--- config.mk ---
export PLATFORM = sky130hd
export DESIGN_NAME = pin_mux_top
export DESIGN_NICKNAME = d
export VERILOG_FILES = /design/src/source/pin_mux_pkg.sv /design/src/source/flash_pin_arbiter.sv /design/src/source/pin_function_mux.sv /design/src/source/pin_mux_top.sv /design/src/source/pio_config_regs.sv
export VERILOG_INCLUDE_DIRS = /design/src /design/src/source
export SDC_FILE = /design/constraint.sdc
export NUM_CORES = 1
export LEC_CHECK = 0
export ABC_AREA = 1
export BUFFER_PORTS_ARGS = -buffer_cell sky130_fd_sc_hd__buf_2
export CAP_MARGIN = 20
export CORE_ASPECT_RATIO = 0.7
export CORE_MARGIN = 3
export CORE_UTILIZATION = 35
export CTS_CLUSTER_SIZE = 28
export DETAILED_ROUTE_END_ITERATION = 10
export PLACE_DENSITY = 0.71
export SLEW_MARGIN = 5
export SYNTH_ARGS = -nofsm -noshare
export SYNTH_HDL_FRONTEND = slang
export SYNTH_SLANG_ARGS = --single-unit
--- constraint.sdc ---
create_clock -name wMEM_CLK -period 1.2 [get_ports wMEM_CLK]
set_input_delay 0.18 -clock wMEM_CLK [delete_from_list [all_inputs] [get_ports wMEM_CLK]]
set_output_delay 0.18 -clock wMEM_CLK [all_outputs]
set_load 0.005 [all_outputs]
--- src/source/pin_mux_consts.svh ---
`ifndef PIN_MUX_CONSTS_SVH
`define PIN_MUX_CONSTS_SVH

// expansion header geometry
`define PIN_COUNT 31

// write-only config port register map
`define CFG_ADDR_OUT      2'd0
`define CFG_ADDR_DIR      2'd1
`define CFG_ADDR_MODE_LO  2'd2
`define CFG_ADDR_MODE_HI  2'd3

// pins per mode word and first pin of the upper mode word
`define MODES_PER_WORD    16
`define MODE_HI_FIRST_PIN 16

// power-on hold, ready after 2**READY_DELAY_LOG2 clocks
`define READY_DELAY_LOG2  5

`endif

--- src/source/pin_mux_pkg.sv ---
`default_nettype none

`include "pin_mux_consts.svh"

package pin_mux_pkg;

  // per-pin function select
  typedef enum logic [1:0] {
    MODE_GPIO   = 2'd0,
    MODE_PWM    = 2'd1,
    MODE_SERIAL = 2'd2,
    MODE_SPI    = 2'd3
  } pin_mode_e;

  // one config word, seen as plain bits or as sixteen mode fields
  typedef union packed {
    logic [31:0]                          raw;
    pin_mode_e [`MODES_PER_WORD-1:0]      mode;
  } pio_word_u;

  typedef struct packed {
    logic       wr;    // write strobe
    logic [1:0] addr;  // register select
    pio_word_u  data;
  } cfg_req_t;

  // alternate peripheral outputs, one bit per header pin
  typedef struct packed {
    logic [`PIN_COUNT-1:0] pwm;
    logic [`PIN_COUNT-1:0] serial_out;
    logic [`PIN_COUNT-1:0] serial_oe;
    logic [`PIN_COUNT-1:0] spi_out;
    logic [`PIN_COUNT-1:0] spi_oe;
  } alt_bus_t;

  typedef struct packed {
    logic [`PIN_COUNT-1:0] value;
    logic [`PIN_COUNT-1:0] oe;
  } pad_t;

  typedef struct packed {
    logic sck;
    logic mosi;
    logic cs_n;
  } spi_flash_t;

  typedef struct packed {
    logic       dclk;
    logic       ncs;
    logic       oe_n;
    logic [3:0] dataout;
    logic [3:0] dataoe;
  } qspi_t;

  // data bits: 0 mosi, 1 miso, 2 wp, 3 hold
  typedef struct packed {
    logic       sck;
    logic       cs_n;
    logic [3:0] data_value;
    logic [3:0] data_oe;
  } flash_pad_t;

endpackage

`default_nettype wire

--- src/source/flash_pin_arbiter.sv ---
`timescale 1ns/1ps
`default_nettype none

module flash_pin_arbiter
  import pin_mux_pkg::*;
(
  input  spi_flash_t spi_flash_i,
  input  qspi_t      qspi_i,
  output flash_pad_t flash_o
);

  logic       qspi_act;    // quad controller owns the bus
  logic       spi_sel;     // plain spi master has the chip selected
  logic [3:0] qspi_own;    // bits driven by the quad controller
  logic [3:0] spi_oe;
  logic [3:0] spi_val;

  assign qspi_act = ~qspi_i.ncs & ~qspi_i.oe_n;
  assign spi_sel  = ~spi_flash_i.cs_n;

  assign flash_o.sck  = (spi_flash_i.sck & spi_sel) | (qspi_i.dclk & qspi_act);
  assign flash_o.cs_n = qspi_i.ncs & spi_flash_i.cs_n;

  assign qspi_own = qspi_i.dataoe & {4{qspi_act}};

  // single-lane fallback, wp and hold held high while selected
  always_comb
  begin
    spi_oe  = 4'b0000;
    spi_val = 4'b0000;
    if (spi_sel)
    begin
      spi_oe  = 4'b1101;         // miso stays an input
      spi_val = {1'b1, 1'b1, 1'b0, spi_flash_i.mosi};
    end
  end

  // quad lanes win bit by bit where enabled
  always_comb
  begin
    for (int k = 0; k < 4; k++)
    begin
      if (qspi_own[k])
      begin
        flash_o.data_oe[k]    = 1'b1;
        flash_o.data_value[k] = qspi_i.dataout[k];
      end
      else
      begin
        flash_o.data_oe[k]    = spi_oe[k];
        flash_o.data_value[k] = spi_val[k];
      end
    end
  end

endmodule

`default_nettype wire

--- src/source/pin_function_mux.sv ---
`timescale 1ns/1ps
`default_nettype none

`include "pin_mux_consts.svh"

module pin_function_mux
  import pin_mux_pkg::*;
(
  input  logic      [`PIN_COUNT-1:0] pin_out_i,
  input  logic      [`PIN_COUNT-1:0] pin_dir_i,
  input  pin_mode_e [`PIN_COUNT-1:0] pin_mode_i,
  input  alt_bus_t                   alt_i,
  output pad_t                       pad_o
);

  logic [`PIN_COUNT-1:0] sel_val;   // source value before oe gating
  logic [`PIN_COUNT-1:0] sel_oe;

  // each pin picks its own source, modes are independent
  always_comb
  begin
    sel_val = pin_out_i;            // gpio unless the mode says otherwise
    sel_oe  = pin_dir_i;
    for (int i = 0; i < `PIN_COUNT; i++)
    begin
      case (pin_mode_i[i])
        MODE_GPIO:
        begin
          sel_val[i] = pin_out_i[i];
          sel_oe[i]  = pin_dir_i[i];
        end
        MODE_PWM:
        begin
          sel_val[i] = alt_i.pwm[i];
          sel_oe[i]  = 1'b1;        // pwm always drives
        end
        MODE_SERIAL:
        begin
          sel_val[i] = alt_i.serial_out[i];
          sel_oe[i]  = alt_i.serial_oe[i];  // i2c open drain comes through here
        end
        MODE_SPI:
        begin
          sel_val[i] = alt_i.spi_out[i];
          sel_oe[i]  = alt_i.spi_oe[i];
        end
        default:
        begin
          sel_val[i] = 1'b0;
          sel_oe[i]  = 1'b0;
        end
      endcase
    end
  end

  // released pads read back as 0 rather than z
  assign pad_o.value = sel_val & sel_oe;
  assign pad_o.oe    = sel_oe;

endmodule

`default_nettype wire

--- src/source/pin_mux_top.sv ---
`timescale 1ns/1ps
`default_nettype none

`include "pin_mux_consts.svh"

module pin_mux_top
  import pin_mux_pkg::*;
(
  input  logic       wMEM_CLK,
  input  logic       arst_n_i,
  input  cfg_req_t   cfg_i,
  input  alt_bus_t   alt_i,
  input  spi_flash_t spi_flash_i,
  input  qspi_t      qspi_i,
  output pad_t       pad_o,
  output flash_pad_t flash_o,
  output logic       sys_ready_o
);

  logic      [`PIN_COUNT-1:0] pin_out;   // gpio output register
  logic      [`PIN_COUNT-1:0] pin_dir;   // gpio direction register
  pin_mode_e [`PIN_COUNT-1:0] pin_mode;

  pio_config_regs pio_config_regs_inst
  (
    .wMEM_CLK    (wMEM_CLK),
    .arst_n_i    (arst_n_i),
    .cfg_i       (cfg_i),
    .pin_out_o   (pin_out),
    .pin_dir_o   (pin_dir),
    .pin_mode_o  (pin_mode),
    .sys_ready_o (sys_ready_o)
  );

  pin_function_mux pin_function_mux_inst
  (
    .pin_out_i  (pin_out),
    .pin_dir_i  (pin_dir),
    .pin_mode_i (pin_mode),
    .alt_i      (alt_i),
    .pad_o      (pad_o)
  );

  // flash pads sit outside the header mux
  flash_pin_arbiter flash_pin_arbiter_inst
  (
    .spi_flash_i (spi_flash_i),
    .qspi_i      (qspi_i),
    .flash_o     (flash_o)
  );

endmodule

`default_nettype wire

--- src/source/pio_config_regs.sv ---
`timescale 1ns/1ps
`default_nettype none

`include "pin_mux_consts.svh"

module pio_config_regs
  import pin_mux_pkg::*;
(
  input  logic                              wMEM_CLK,
  input  logic                              arst_n_i,
  input  cfg_req_t                          cfg_i,
  output logic      [`PIN_COUNT-1:0]        pin_out_o,
  output logic      [`PIN_COUNT-1:0]        pin_dir_o,
  output pin_mode_e [`PIN_COUNT-1:0]        pin_mode_o,
  output logic                              sys_ready_o
);

  logic [`READY_DELAY_LOG2:0] por_cnt;     // top bit doubles as ready
  logic                       cfg_wr_en;
  logic [`PIN_COUNT-1:0]      pin_out_q;
  logic [`PIN_COUNT-1:0]      pin_dir_q;
  pin_mode_e [`PIN_COUNT-1:0] pin_mode_q;

  // power-on delay counts up once and parks with the top bit set
  always_ff @(posedge wMEM_CLK or negedge arst_n_i)
  begin
    if (!arst_n_i)
    begin
      por_cnt <= '0;
    end
    else if (!por_cnt[`READY_DELAY_LOG2])
    begin
      por_cnt <= por_cnt + 1'b1;
    end
  end

  assign sys_ready_o = por_cnt[`READY_DELAY_LOG2];

  // config port is dead until the delay has expired
  assign cfg_wr_en = cfg_i.wr & sys_ready_o;

  always_ff @(posedge wMEM_CLK or negedge arst_n_i)
  begin
    if (!arst_n_i)
    begin
      pin_out_q  <= '0;
      pin_dir_q  <= '0;
      pin_mode_q <= {`PIN_COUNT{MODE_GPIO}};
    end
    else if (cfg_wr_en)
    begin
      case (cfg_i.addr)
        `CFG_ADDR_OUT:
        begin
          pin_out_q <= cfg_i.data.raw[`PIN_COUNT-1:0];  // bit 31 has no pin
        end
        `CFG_ADDR_DIR:
        begin
          pin_dir_q <= cfg_i.data.raw[`PIN_COUNT-1:0];
        end
        `CFG_ADDR_MODE_LO:
        begin
          for (int i = 0; i < `MODES_PER_WORD; i++)
          begin
            pin_mode_q[i] <= cfg_i.data.mode[i];
          end
        end
        `CFG_ADDR_MODE_HI:
        begin
          // only 15 pins left so field 15 falls off the end
          for (int i = 0; i < `PIN_COUNT - `MODE_HI_FIRST_PIN; i++)
          begin
            pin_mode_q[`MODE_HI_FIRST_PIN + i] <= cfg_i.data.mode[i];
          end
        end
      endcase
    end
  end

  assign pin_out_o  = pin_out_q;
  assign pin_dir_o  = pin_dir_q;
  assign pin_mode_o = pin_mode_q;

endmodule

`default_nettype wire

==> results of run 1 <==
state kept, by name, summed over array words and instances, names as in the netlist:
register / flops
pio_config_regs_inst.por_cnt: 6
pio_config_regs_inst.pin_out_o: 31
pio_config_regs_inst.pin_dir_o: 31
pio_config_regs_inst.pin_mode_o: 62
how the worst min path moves through the flow:
stage | slack [ns] | end | startpoint | cells after the start
6_report | 0.03 | pio_config_regs_inst.pin_mode_o[35] | cfg_i[3] | 3
3_5_place_dp | 0.14 | pio_config_regs_inst.pin_mode_o[34] | arst_n_i | 1
4_1_cts | 0.006 | pio_config_regs_inst.pin_mode_o[49] | cfg_i[17] | 3
5_1_grt | 0.02 | pio_config_regs_inst.pin_mode_o[49] | cfg_i[17] | 3
2_1_floorplan | -0.12 | pio_config_regs_inst.pin_dir_o[0] | arst_n_i | 0
3_3_place_gp | 0.14 | pio_config_regs_inst.pin_mode_o[34] | arst_n_i | 1
layout by cell type, fill, tap and decap left out, types with 2 or more instances in the layout:
master	instances
sky130_fd_sc_hd__nand3_2	34
sky130_fd_sc_hd__and2_1	2
sky130_fd_sc_hd__inv_1	133
sky130_fd_sc_hd__clkinvlp_4	5
sky130_fd_sc_hd__xnor2_1	2
sky130_fd_sc_hd__dfrtp_2	47
sky130_fd_sc_hd__o21ai_1	36
sky130_fd_sc_hd__nand2_1	267
sky130_fd_sc_hd__nand3_4	4
sky130_fd_sc_hd__dfrtp_1	83
sky130_fd_sc_hd__and3_1	2
sky130_fd_sc_hd__clkinv_4	3
sky130_fd_sc_hd__buf_12	20
sky130_fd_sc_hd__buf_8	4
sky130_fd_sc_hd__buf_16	3
sky130_fd_sc_hd__buf_4	40
sky130_fd_sc_hd__nand2_2	66
sky130_fd_sc_hd__clkbuf_1	3
sky130_fd_sc_hd__o21ai_2	111
sky130_fd_sc_hd__clkbuf_16	35
sky130_fd_sc_hd__inv_2	52
sky130_fd_sc_hd__a21oi_2	5
sky130_fd_sc_hd__nor2_1	12
sky130_fd_sc_hd__and3_4	4
sky130_fd_sc_hd__nor2_2	12
sky130_fd_sc_hd__dlygate4sd3_1	26
sky130_fd_sc_hd__nand3b_1	4
sky130_fd_sc_hd__nand3_1	45
sky130_fd_sc_hd__buf_6	38
sky130_fd_sc_hd__inv_6	3
sky130_fd_sc_hd__nand2_4	83
sky130_fd_sc_hd__nor2_4	27
sky130_fd_sc_hd__o21a_1	4
sky130_fd_sc_hd__buf_2	271
power by group through the flow:
stage                     sequential (mW)  clock (mW)  combinational (mW)
final                                6.20        4.85                5.90
after global routing                 6.30        5.14                6.53
after CTS                            5.84        4.92                4.47
after detailed placement             5.77           0                3.88
after global placement               5.75           0                3.80
after floorplan                      5.56           0                2.37
cell families (layout without fill, tap and decap cells):
kind of cell | Yosys count | count (layout) | share of synthesized area [%]
buffers and inverters | 211 | 639 | 11.5
DFF | 130 | 130 | 44.0
adders and majority gates | 1 | 1 | 0.169
AOI/OAI and AO/OA | 159 | 159 | 12.5
xor gates and xnor gates | 3 | 3 | 0.356
and+or+nand+nor | 565 | 565 | 31.4
per-stage QoR:
step | setup TNS (ns) | util [%] | instance area [µm²]
2_1_floorplan | 0 | - | 7390
3_3_place_gp | -1.16 | 45.9 | 9310
3_5_place_dp | -0.727 | 45.9 | 9310
4_1_cts | -21.94 | 53.6 | 10900
5_1_grt | -53.57 | 64.6 | 13100
6_report | -40.99 | 64.6 | 13100
timing repair:
item                       in CTS  in global routing
hold buffers                   26                  0
resized for setup             167                510
pin swaps                      67                 70
buffers inserted               34                 31
hold endpoints to repair       58                  0
setup endpoints to repair      93                190
gates cloned                    6                 26
critical path, stage by stage (launching register included):
cell and delay, ns:
sky130_fd_sc_hd__dfrtp_2 0.45, sky130_fd_sc_hd__nor2_2 0.14, sky130_fd_sc_hd__nand2_1 0.08, sky130_fd_sc_hd__nand2_1 0.09
sky130_fd_sc_hd__nor2_2 0.05, sky130_fd_sc_hd__nor2_2 0.13, sky130_fd_sc_hd__buf_2 0.13
cell usage after synthesis (all sizes together):
cell,count
a22o,1
a21oi,6
nor2,51
buf,18
and3,6
and2,3
nand3b,4
inv,187
nand4,1
nor3,1
dfrtp,130
nand2,416
nand3,83
o21a,4
o21ai,148
ha,1
xor2,1
xnor2,2
clkbuf,6
per-layer routing:
metal	up-vias	global-route usage (%)	part of all wire, %
li1	4169	-	-
met1	4118	27.4	46
met2	284	32.6	47
met3	26	4.78	6.3
met4	0	5.14	1.0
met5	-	0	0
final cells by class:
type,instances,area (µm²),area share (%)
inverters,187,712,5.44
flip-flops and latches,130,3310,25.3
well taps,270,338,2.58
clock inverters,11,108,0.822
repair buffers,420,3340,25.5
multi-input cells,728,4840,36.9
clock buffers,21,450,3.44
==> results.toml, run 1 <==
[worst_setup_path]
critical_path.endpoint = "pad_o[42]"
critPathLaunchType = "register"
critPathCaptureType = "output pin"
worst_setup_path_startpoint = "pio_config_regs_inst.pin_mode_o[22]"
timing.critical_path.required_ns = 1.02
setup.reg_to_reg.worst_slack_ns = -0.27
critical_setup_path_class = "register to output pin"
cp_max_fo = 6
timing.reg2reg.worst_path_depth = 9
arrival_ns = 1.47
reg2reg_from = "pio_config_regs_inst.por_cnt[5]"
timing.rr.end = "pio_config_regs_inst.pin_mode_o[22]"

[timing]
setup_ws_ns = -0.452
grt_setup_unrepaired = "yes"
max_freq_mhz = 605
clock-skew-final_ns = 0.00646
hold-worst-slack_ns = 0.0311
finalSetupViolCount = 187
final.min_clock_period_ns = 1.65
maxSlewHeadroom_pct = 70.2
period_utilisation_layout_pct = 138
report.final.slew_viol_count = 0
final_hold_viol_count = 0
worstMarginPinSlew_ns = 0.447

[route]
postRouteAntennaNets = 0
drt-pass1-iter-count = 5
wl_per_cell_um = 16.0
finalWirelength_mm = 28.4
first_iter_violations = 437
vias = 8597
route.detailed.drc = 0
via_per_inst = 4.87

[final_layout]
fill_cells = 1659
non_filler_instances = 1767
areaGrowthSynthToFinish_pct = 77.2
insertedDiodeCount = 0
post_route_cells_drive_above_1_share_pct = 58.3
num-nets-final = 1691

[pwr]
total_power_mw = 17.0
worst_ir_drop_vdd_mv = 0.744
power.switching_fraction_pct = 35.0
p_leak_nw = 7.13
power_per_cell_area_nw_per_um2 = 1290
p_clk_share_pct = 28.6
power_report.internal_total_mw = 11.0
share_of_total_power_in_combinational_logic_pct = 34.8
net_switching_power_of_the_design_mw = 5.94
seq_power_share_pct = 36.6

[placement]
hpwl_mm = 16.8
globalplace.congestion = 0.892
port-buffer-count = 278
post-place-cells = 1619
place_ws_ns = -0.0815

[clock_network]
clock-root-buffer = "sky130_fd_sc_hd__clkbuf_16"
cts_tree = "done"
clk_path_buf_depth = 2
cts_htree_levels = 4
cts_made_buffers = 17
cts.sinks = 130
cts.clk_slew.worst_paths_ns = 0.06
clk-insertion-delay-late_ns = 0.41

[synth]
syn-cell-area_um2 = 7390
post_synthesis_net_count = 1276
synth.avg_cell_area_um2 = 6.91
netlist.area_leader.share_pct = 44.0
synth.yosys.seq_area_share_pct = 44.0
cell_type_with_the_largest_total_area_after_synthesis = "sky130_fd_sc_hd__dfrtp_1"
dominant_cells_by_area_after_synthesis = "sky130_fd_sc_hd__dfrtp_1, sky130_fd_sc_hd__nand2_1, sky130_fd_sc_hd__inv_1, sky130_fd_sc_hd__o21ai_0, sky130_fd_sc_hd__nand3_1"
synthesis.instances = 1069
synth-warning-count = 0
synth.lib_cells_used.distinct = 26
ys_seq_elements = 130

[global_route]
antenna_found_initial = 0
grt_first_pass_wirelength_mm = 38.0
globalRouteTotalUtil_pct = 20.1
grt.overflow.total = 0
first_global_vias = 7847
grt_start_max_net_pins = 41

[floorplanning]
die-width_um = 180
core_region_area_um2 = 20300
fp-row-count = 43
floorplan.io_pins = 279
starting_density_pct = 36.4
design.die.area_um2 = 22900
chipHeight_um = 128

[outcome]
run_status = "complete, but fails checks"
violated_checks = "negative setup slack"

[worst_hold_path]
holdCritPathClass = "input port to register"

[job]
total_of_max_cap_violations = 0
(Power assumes the default switching activity.)
==> run 2: changes to the inputs <==
Settings changed: TNS_END_PERCENT from default to 50.
==> run 2 against run 1 <==
Against the previous run: the flow still finishes with violations (negative setup slack); non-clock buffer count decreased by 46; total power decreased by 6.3%; wire length decreased by 15%; clock skew about the same; setup slack improved by 0.042 ns; combinational power decreased by 15%; final area decreased by 12%; critical path depth increased by 2; clock-buffer cell count unchanged; cell count decreased by 2.6%; critical endpoint is now pad_o[44]; largest power group unchanged.
==> results.toml, run 2 (synthesis results as in run 1) <==
[worst_setup_path]
critPathLaunchType = "register"
cp_max_fo = 4
worst_setup_path_startpoint = "pio_config_regs_inst.pin_mode_o[27]"
critical_path.endpoint = "pad_o[44]"
reg2reg_from = "pio_config_regs_inst.por_cnt[5]"
arrival_ns = 1.43
critical_setup_path_class = "register to output pin"
setup.reg_to_reg.worst_slack_ns = -0.11
timing.critical_path.required_ns = 1.02
critPathCaptureType = "output pin"
timing.reg2reg.worst_path_depth = 6
timing.rr.end = "pio_config_regs_inst.pin_mode_o[59]"

[worst_hold_path]
holdCritPathClass = "input port to register"

[route]
first_iter_violations = 430
postRouteAntennaNets = 0
route.detailed.drc = 0
drt-pass1-iter-count = 5
vias = 8125
wl_per_cell_um = 14.0
finalWirelength_mm = 24.1
via_per_inst = 4.72

[floorplanning]
core_region_area_um2 = 20300
starting_density_pct = 36.4
die-width_um = 180
chipHeight_um = 128
floorplan.io_pins = 279
design.die.area_um2 = 22900
fp-row-count = 43

[timing]
grt_setup_unrepaired = "yes"
hold-worst-slack_ns = 0.0227
total_negative_slack_ns = -21.36
setup_ws_ns = -0.410
max_freq_mhz = 621
worstMarginPinSlew_ns = 0.442
clock-skew-final_ns = 0.00628
report.final.slew_viol_count = 0
period_utilisation_layout_pct = 134
final.min_clock_period_ns = 1.61
maxSlewHeadroom_pct = 70.6
final_hold_viol_count = 0
finalSetupViolCount = 93

[outcome]
run_status = "complete, but fails checks"
violated_checks = "negative setup slack"

[clock_network]
cts.sinks = 130
clk_path_buf_depth = 2
cts_htree_levels = 4
clk-insertion-delay-late_ns = 0.41
cts.clk_slew.worst_paths_ns = 0.06
clock-root-buffer = "sky130_fd_sc_hd__clkbuf_16"
cts_made_buffers = 17
cts_tree = "done"

[final_layout]
layout.cells.most_common = "sky130_fd_sc_hd__nand2_1"
post_route_cells_drive_above_1_share_pct = 46.8
final_design_area_no_fill_um2 = 11500
fill_cells = 1835
insertedDiodeCount = 0
postLayoutCoreUtil_pct = 56.6
largest_reg_flops = 62
num-nets-final = 1645
areaGrowthSynthToFinish_pct = 55.3
layout_common_cells = "sky130_fd_sc_hd__nand2_1, sky130_fd_sc_hd__buf_2, sky130_fd_sc_hd__inv_1"

[pwr]
power_per_cell_area_nw_per_um2 = 1390
p_leak_nw = 6.36
worst_ir_drop_vdd_mv = 0.708

[global_route]
antenna_found_initial = 0
grt_first_pass_wirelength_mm = 36.2
grt_start_max_net_pins = 41
first_global_vias = 7594
grt.overflow.total = 0
globalRouteTotalUtil_pct = 19.0

[placement]
detailed_place.area_um2 = 9310
globalplace.congestion = 0.892
place_ws_ns = -0.0815
hpwl_mm = 16.8
port-buffer-count = 278

[job]
total_of_max_cap_violations = 0
[run 2: cell count changes in the layout (fill, tap and decap cells not counted), moves of 15 or more]
cell and change:
sky130_fd_sc_hd__o21ai_1 +30, sky130_fd_sc_hd__buf_6 -15, sky130_fd_sc_hd__nand2_4 -71, sky130_fd_sc_hd__nand2_1 +78, sky130_fd_sc_hd__o21ai_2 -59, sky130_fd_sc_hd__o21ai_0 +29
[run 2: metal layers]
layer / vias to the layer above / global-route usage, % / share of wire, %
met4: 0 / 4.09 / 1.4
met3: 24 / 4.50 / 5.3
met5: - / 0 / 0
met2: 239 / 30.5 / 46
met1: 3809 / 26.3 / 47
li1: 4053 / - / -
[run 2: what timing repair did]
action                     CTS  global route
hold endpoints to repair    58             1
pin swaps                   52            73
hold buffers                26             1
resized for setup           99           293
buffers inserted            20            16
cloned                       0             7
setup endpoints to repair   93           170
[run 2: worst min path at each step]
stage,from,end,slack [ns],cells after the start
after floorplan,arst_n_i,pio_config_regs_inst.pin_dir_o[0],-0.12,0
after CTS,cfg_i[17],pio_config_regs_inst.pin_mode_o[49],0.007,3
final,cfg_i[3],pio_config_regs_inst.pin_mode_o[35],0.02,3
after detailed placement,arst_n_i,pio_config_regs_inst.pin_mode_o[34],0.14,1
after global placement,arst_n_i,pio_config_regs_inst.pin_mode_o[34],0.14,1
after global routing,cfg_i[18],pio_config_regs_inst.pin_mode_o[50],0.01,3
[run 2: cell type report]
type | count | area (µm²) | share of cell area (%)
multi-input combinational | 728 | 4040 | 35.2
clock inverter | 11 | 108 | 0.938
clock buffer | 21 | 450 | 3.93
tap | 270 | 338 | 2.94
inverter | 187 | 707 | 6.16
sequential | 130 | 3310 | 28.8
timing repair buffer | 374 | 2530 | 22.0
[run 2: metrics by stage]
| stage | total power [mW] | instances |
|---|---|---|
| after floorplan | 7.93 | 1069 |
| after CTS | 15.0 | 1697 |
| after global routing | 16.9 | 1721 |
| after detailed placement | 9.65 | 1619 |
| after global placement | 9.55 | 1619 |
| final | 15.9 | 1721 |
[run 2: power by group]
part	total (mW)	internal, mW	switching [mW]
clock network	4.84	2.91	1.93
registers	6.01	5.11	0.903
logic	5.04	2.47	2.57
[run 2: critical path, cell delays in order (launching register included)]
cell and delay (ns):
sky130_fd_sc_hd__dfrtp_1 0.43, sky130_fd_sc_hd__nor2_2 0.17, sky130_fd_sc_hd__nand2_1 0.07, sky130_fd_sc_hd__nand2_1 0.06, sky130_fd_sc_hd__inv_1 0.04, sky130_fd_sc_hd__nand2_1 0.04
sky130_fd_sc_hd__nand2_1 0.05, sky130_fd_sc_hd__inv_1 0.07, sky130_fd_sc_hd__buf_6 0.10
==> run 3: changes to the inputs <==
Settings changed: CAP_MARGIN 20 to default, PLACE_DENSITY 0.71 to 0.74, SKIP_LAST_GASP from default to 1.
Clock period 1.2 ns to 1.33 ns, I/O delays scaled along.
==> run 3 against run 2 <==
Against the previous run: the flow still finishes with violations (negative setup slack); sequential share of layout area rose by 2.7 points; sequential power fell by 11%; non-clock buffer count fell by 43; worst hold slack got worse by 0.0048 ns; combinational power fell by 22%; global-route usage fell by 0.11 points; register-to-register slack improved by 0.20 ns; total power fell by 10%; largest power group unchanged; clock power rose by 4%; clock-buffer cell count fell by 2.
==> results.toml, run 3 (synthesis results as in run 1) <==
[route]
route.detailed.drc = 0
postRouteAntennaNets = 0
wl_per_cell_um = 13.2
vias = 7802
drt-pass1-iter-count = 5
via_per_inst = 4.65
first_iter_violations = 489
finalWirelength_mm = 22.1

[final_layout]
non_filler_instances = 1678
post_route_cells_drive_above_1_share_pct = 37.1
areaGrowthSynthToFinish_pct = 41.8
largest_reg_flops = 62
insertedDiodeCount = 0
layout.cells.most_common = "sky130_fd_sc_hd__nand2_1"
num-nets-final = 1602
layout_common_cells = "sky130_fd_sc_hd__nand2_1, sky130_fd_sc_hd__buf_2, sky130_fd_sc_hd__inv_1"
final_design_area_no_fill_um2 = 10500

[worst_setup_path]
arrival_ns = 1.45
critPathLaunchType = "register"
timing.critical_path.mode_cell = "sky130_fd_sc_hd__nand2_1"
critPathCaptureType = "output pin"
cp_max_fo = 4
critPathMaxStageDelay_ns = 0.43
critical_setup_path_class = "register to output pin"
timing.critical_path.slowest_stage_cell = "sky130_fd_sc_hd__dfrtp_1"
timing.critical_path.required_ns = 1.13
path_cells = "nor2_2, nand2_1, nand2_1, inv_1, nand2_1, nand2_1, inv_1, buf_2"

[clock_network]
clk-insertion-delay-late_ns = 0.41
cts_tree = "done"
cts.sinks = 130
cts.clk_slew.worst_paths_ns = 0.06
cts_made_buffers = 17
clock-root-buffer = "sky130_fd_sc_hd__clkbuf_16"
cts_htree_levels = 4
clk_path_buf_depth = 2

[timing]
period_utilisation_layout_pct = 124
final.min_clock_period_ns = 1.65
report.final.slew_viol_count = 0
total_negative_slack_ns = -12.49
setup_ws_ns = -0.317
finalSetupViolCount = 62
grt_setup_unrepaired = "yes"
worstMarginPinSlew_ns = 0.387
final_hold_viol_count = 0
clock-skew-final_ns = 0.00525
max_freq_mhz = 607
maxSlewHeadroom_pct = 74.2

[pwr]
worst_ir_drop_vdd_mv = 0.753
p_leak_nw = 5.93
power_per_cell_area_nw_per_um2 = 1360

[placement]
place_ws_ns = 0.102
hpwl_mm = 16.7
globalplace.congestion = 0.874
post-place-cells = 1611
detailed_place.area_um2 = 9210
port-buffer-count = 278

[floorplanning]
die-width_um = 180
core_region_area_um2 = 20300
floorplan.io_pins = 279
design.die.area_um2 = 22900
starting_density_pct = 36.4
fp-row-count = 43
chipHeight_um = 128

[global_route]
grt.overflow.total = 0
first_global_vias = 7334
grt_start_max_net_pins = 63
grt_first_pass_wirelength_mm = 35.6
antenna_found_initial = 0
globalRouteTotalUtil_pct = 18.9

[outcome]
run_status = "complete, but fails checks"
violated_checks = "negative setup slack"

[job]
total_of_max_cap_violations = 0

[worst_hold_path]
holdCritPathClass = "input port to register"
## run 3: what timing repair did
item | 4_1_cts | 5_1_grt
hold buffers | 9 | 0
endpoints found under the hold margin | 39 | 0
resized for setup | 74 | 97
buffers inserted | 18 | 8
pin swaps | 41 | 31
endpoints found under the setup margin | 62 | 63
## run 3: per-stage QoR
stage	power (mW)	util (%)	hold WS (ns)
after detailed placement	8.62	45.4	0.138
after floorplan	7.16	-	-0.0961
after CTS	14.0	50.2	0.000503
final	14.3	51.7	0.0179
after global routing	15.2	51.7	0.00878
after global placement	8.53	45.4	0.133
## run 3: routing by layer
metal / track usage, % / vias to the layer above / part of all wire (%)
li1: - / 3957 / -
met1: 25.9 / 3604 / 47
met2: 30.7 / 218 / 46
met3: 3.70 / 23 / 5.3
met4: 5.14 / 0 / 1.3
met5: 0 / - / 0
## run 3: path summary, 6_finish.rpt
kind                                                     startpoint                             endpoint  slack, ns  cells after the start
worst max-delay path            pio_config_regs_inst.pin_mode_o[40]                            pad_o[51]      -0.32                      8
worst min-delay path                                      cfg_i[11]  pio_config_regs_inst.pin_mode_o[43]       0.02                      3
worst max register to register      pio_config_regs_inst.por_cnt[5]  pio_config_regs_inst.pin_mode_o[22]       0.09                      6
worst min register to register      pio_config_regs_inst.por_cnt[4]      pio_config_regs_inst.por_cnt[4]       0.47                      1
max in group asynchronous                                  arst_n_i  pio_config_regs_inst.pin_mode_o[22]       0.53                      3
min in group asynchronous                                  arst_n_i   pio_config_regs_inst.pin_dir_o[17]       0.26                      2
## run 3: cell type report
cell class                 instances  area [µm²]
timing repair buffer             331        1940
inverter                         187         702
sequential                       130        3300
fill                            1964        9800
clock inverter                    13         183
clock buffer                      19         453
multi-input combinational        728        3560
tap                              270         338
## run 3: worst max-delay path: cells and delay by family (launching register included)
family	cells	cell delay [ns]
flops	1	0.43
simple gates	5	0.41
buf+inv	3	0.21
## run 3: power by group
group | leakage (nW) | total, mW | internal (mW) | switching, mW
clock network | 0.313 | 5.01 | 3.24 | 1.77
logic | 4.04 | 3.91 | 1.85 | 2.06
registers | 1.57 | 5.33 | 4.61 | 0.728
total | 5.93 | 14.3 | 9.70 | 4.55
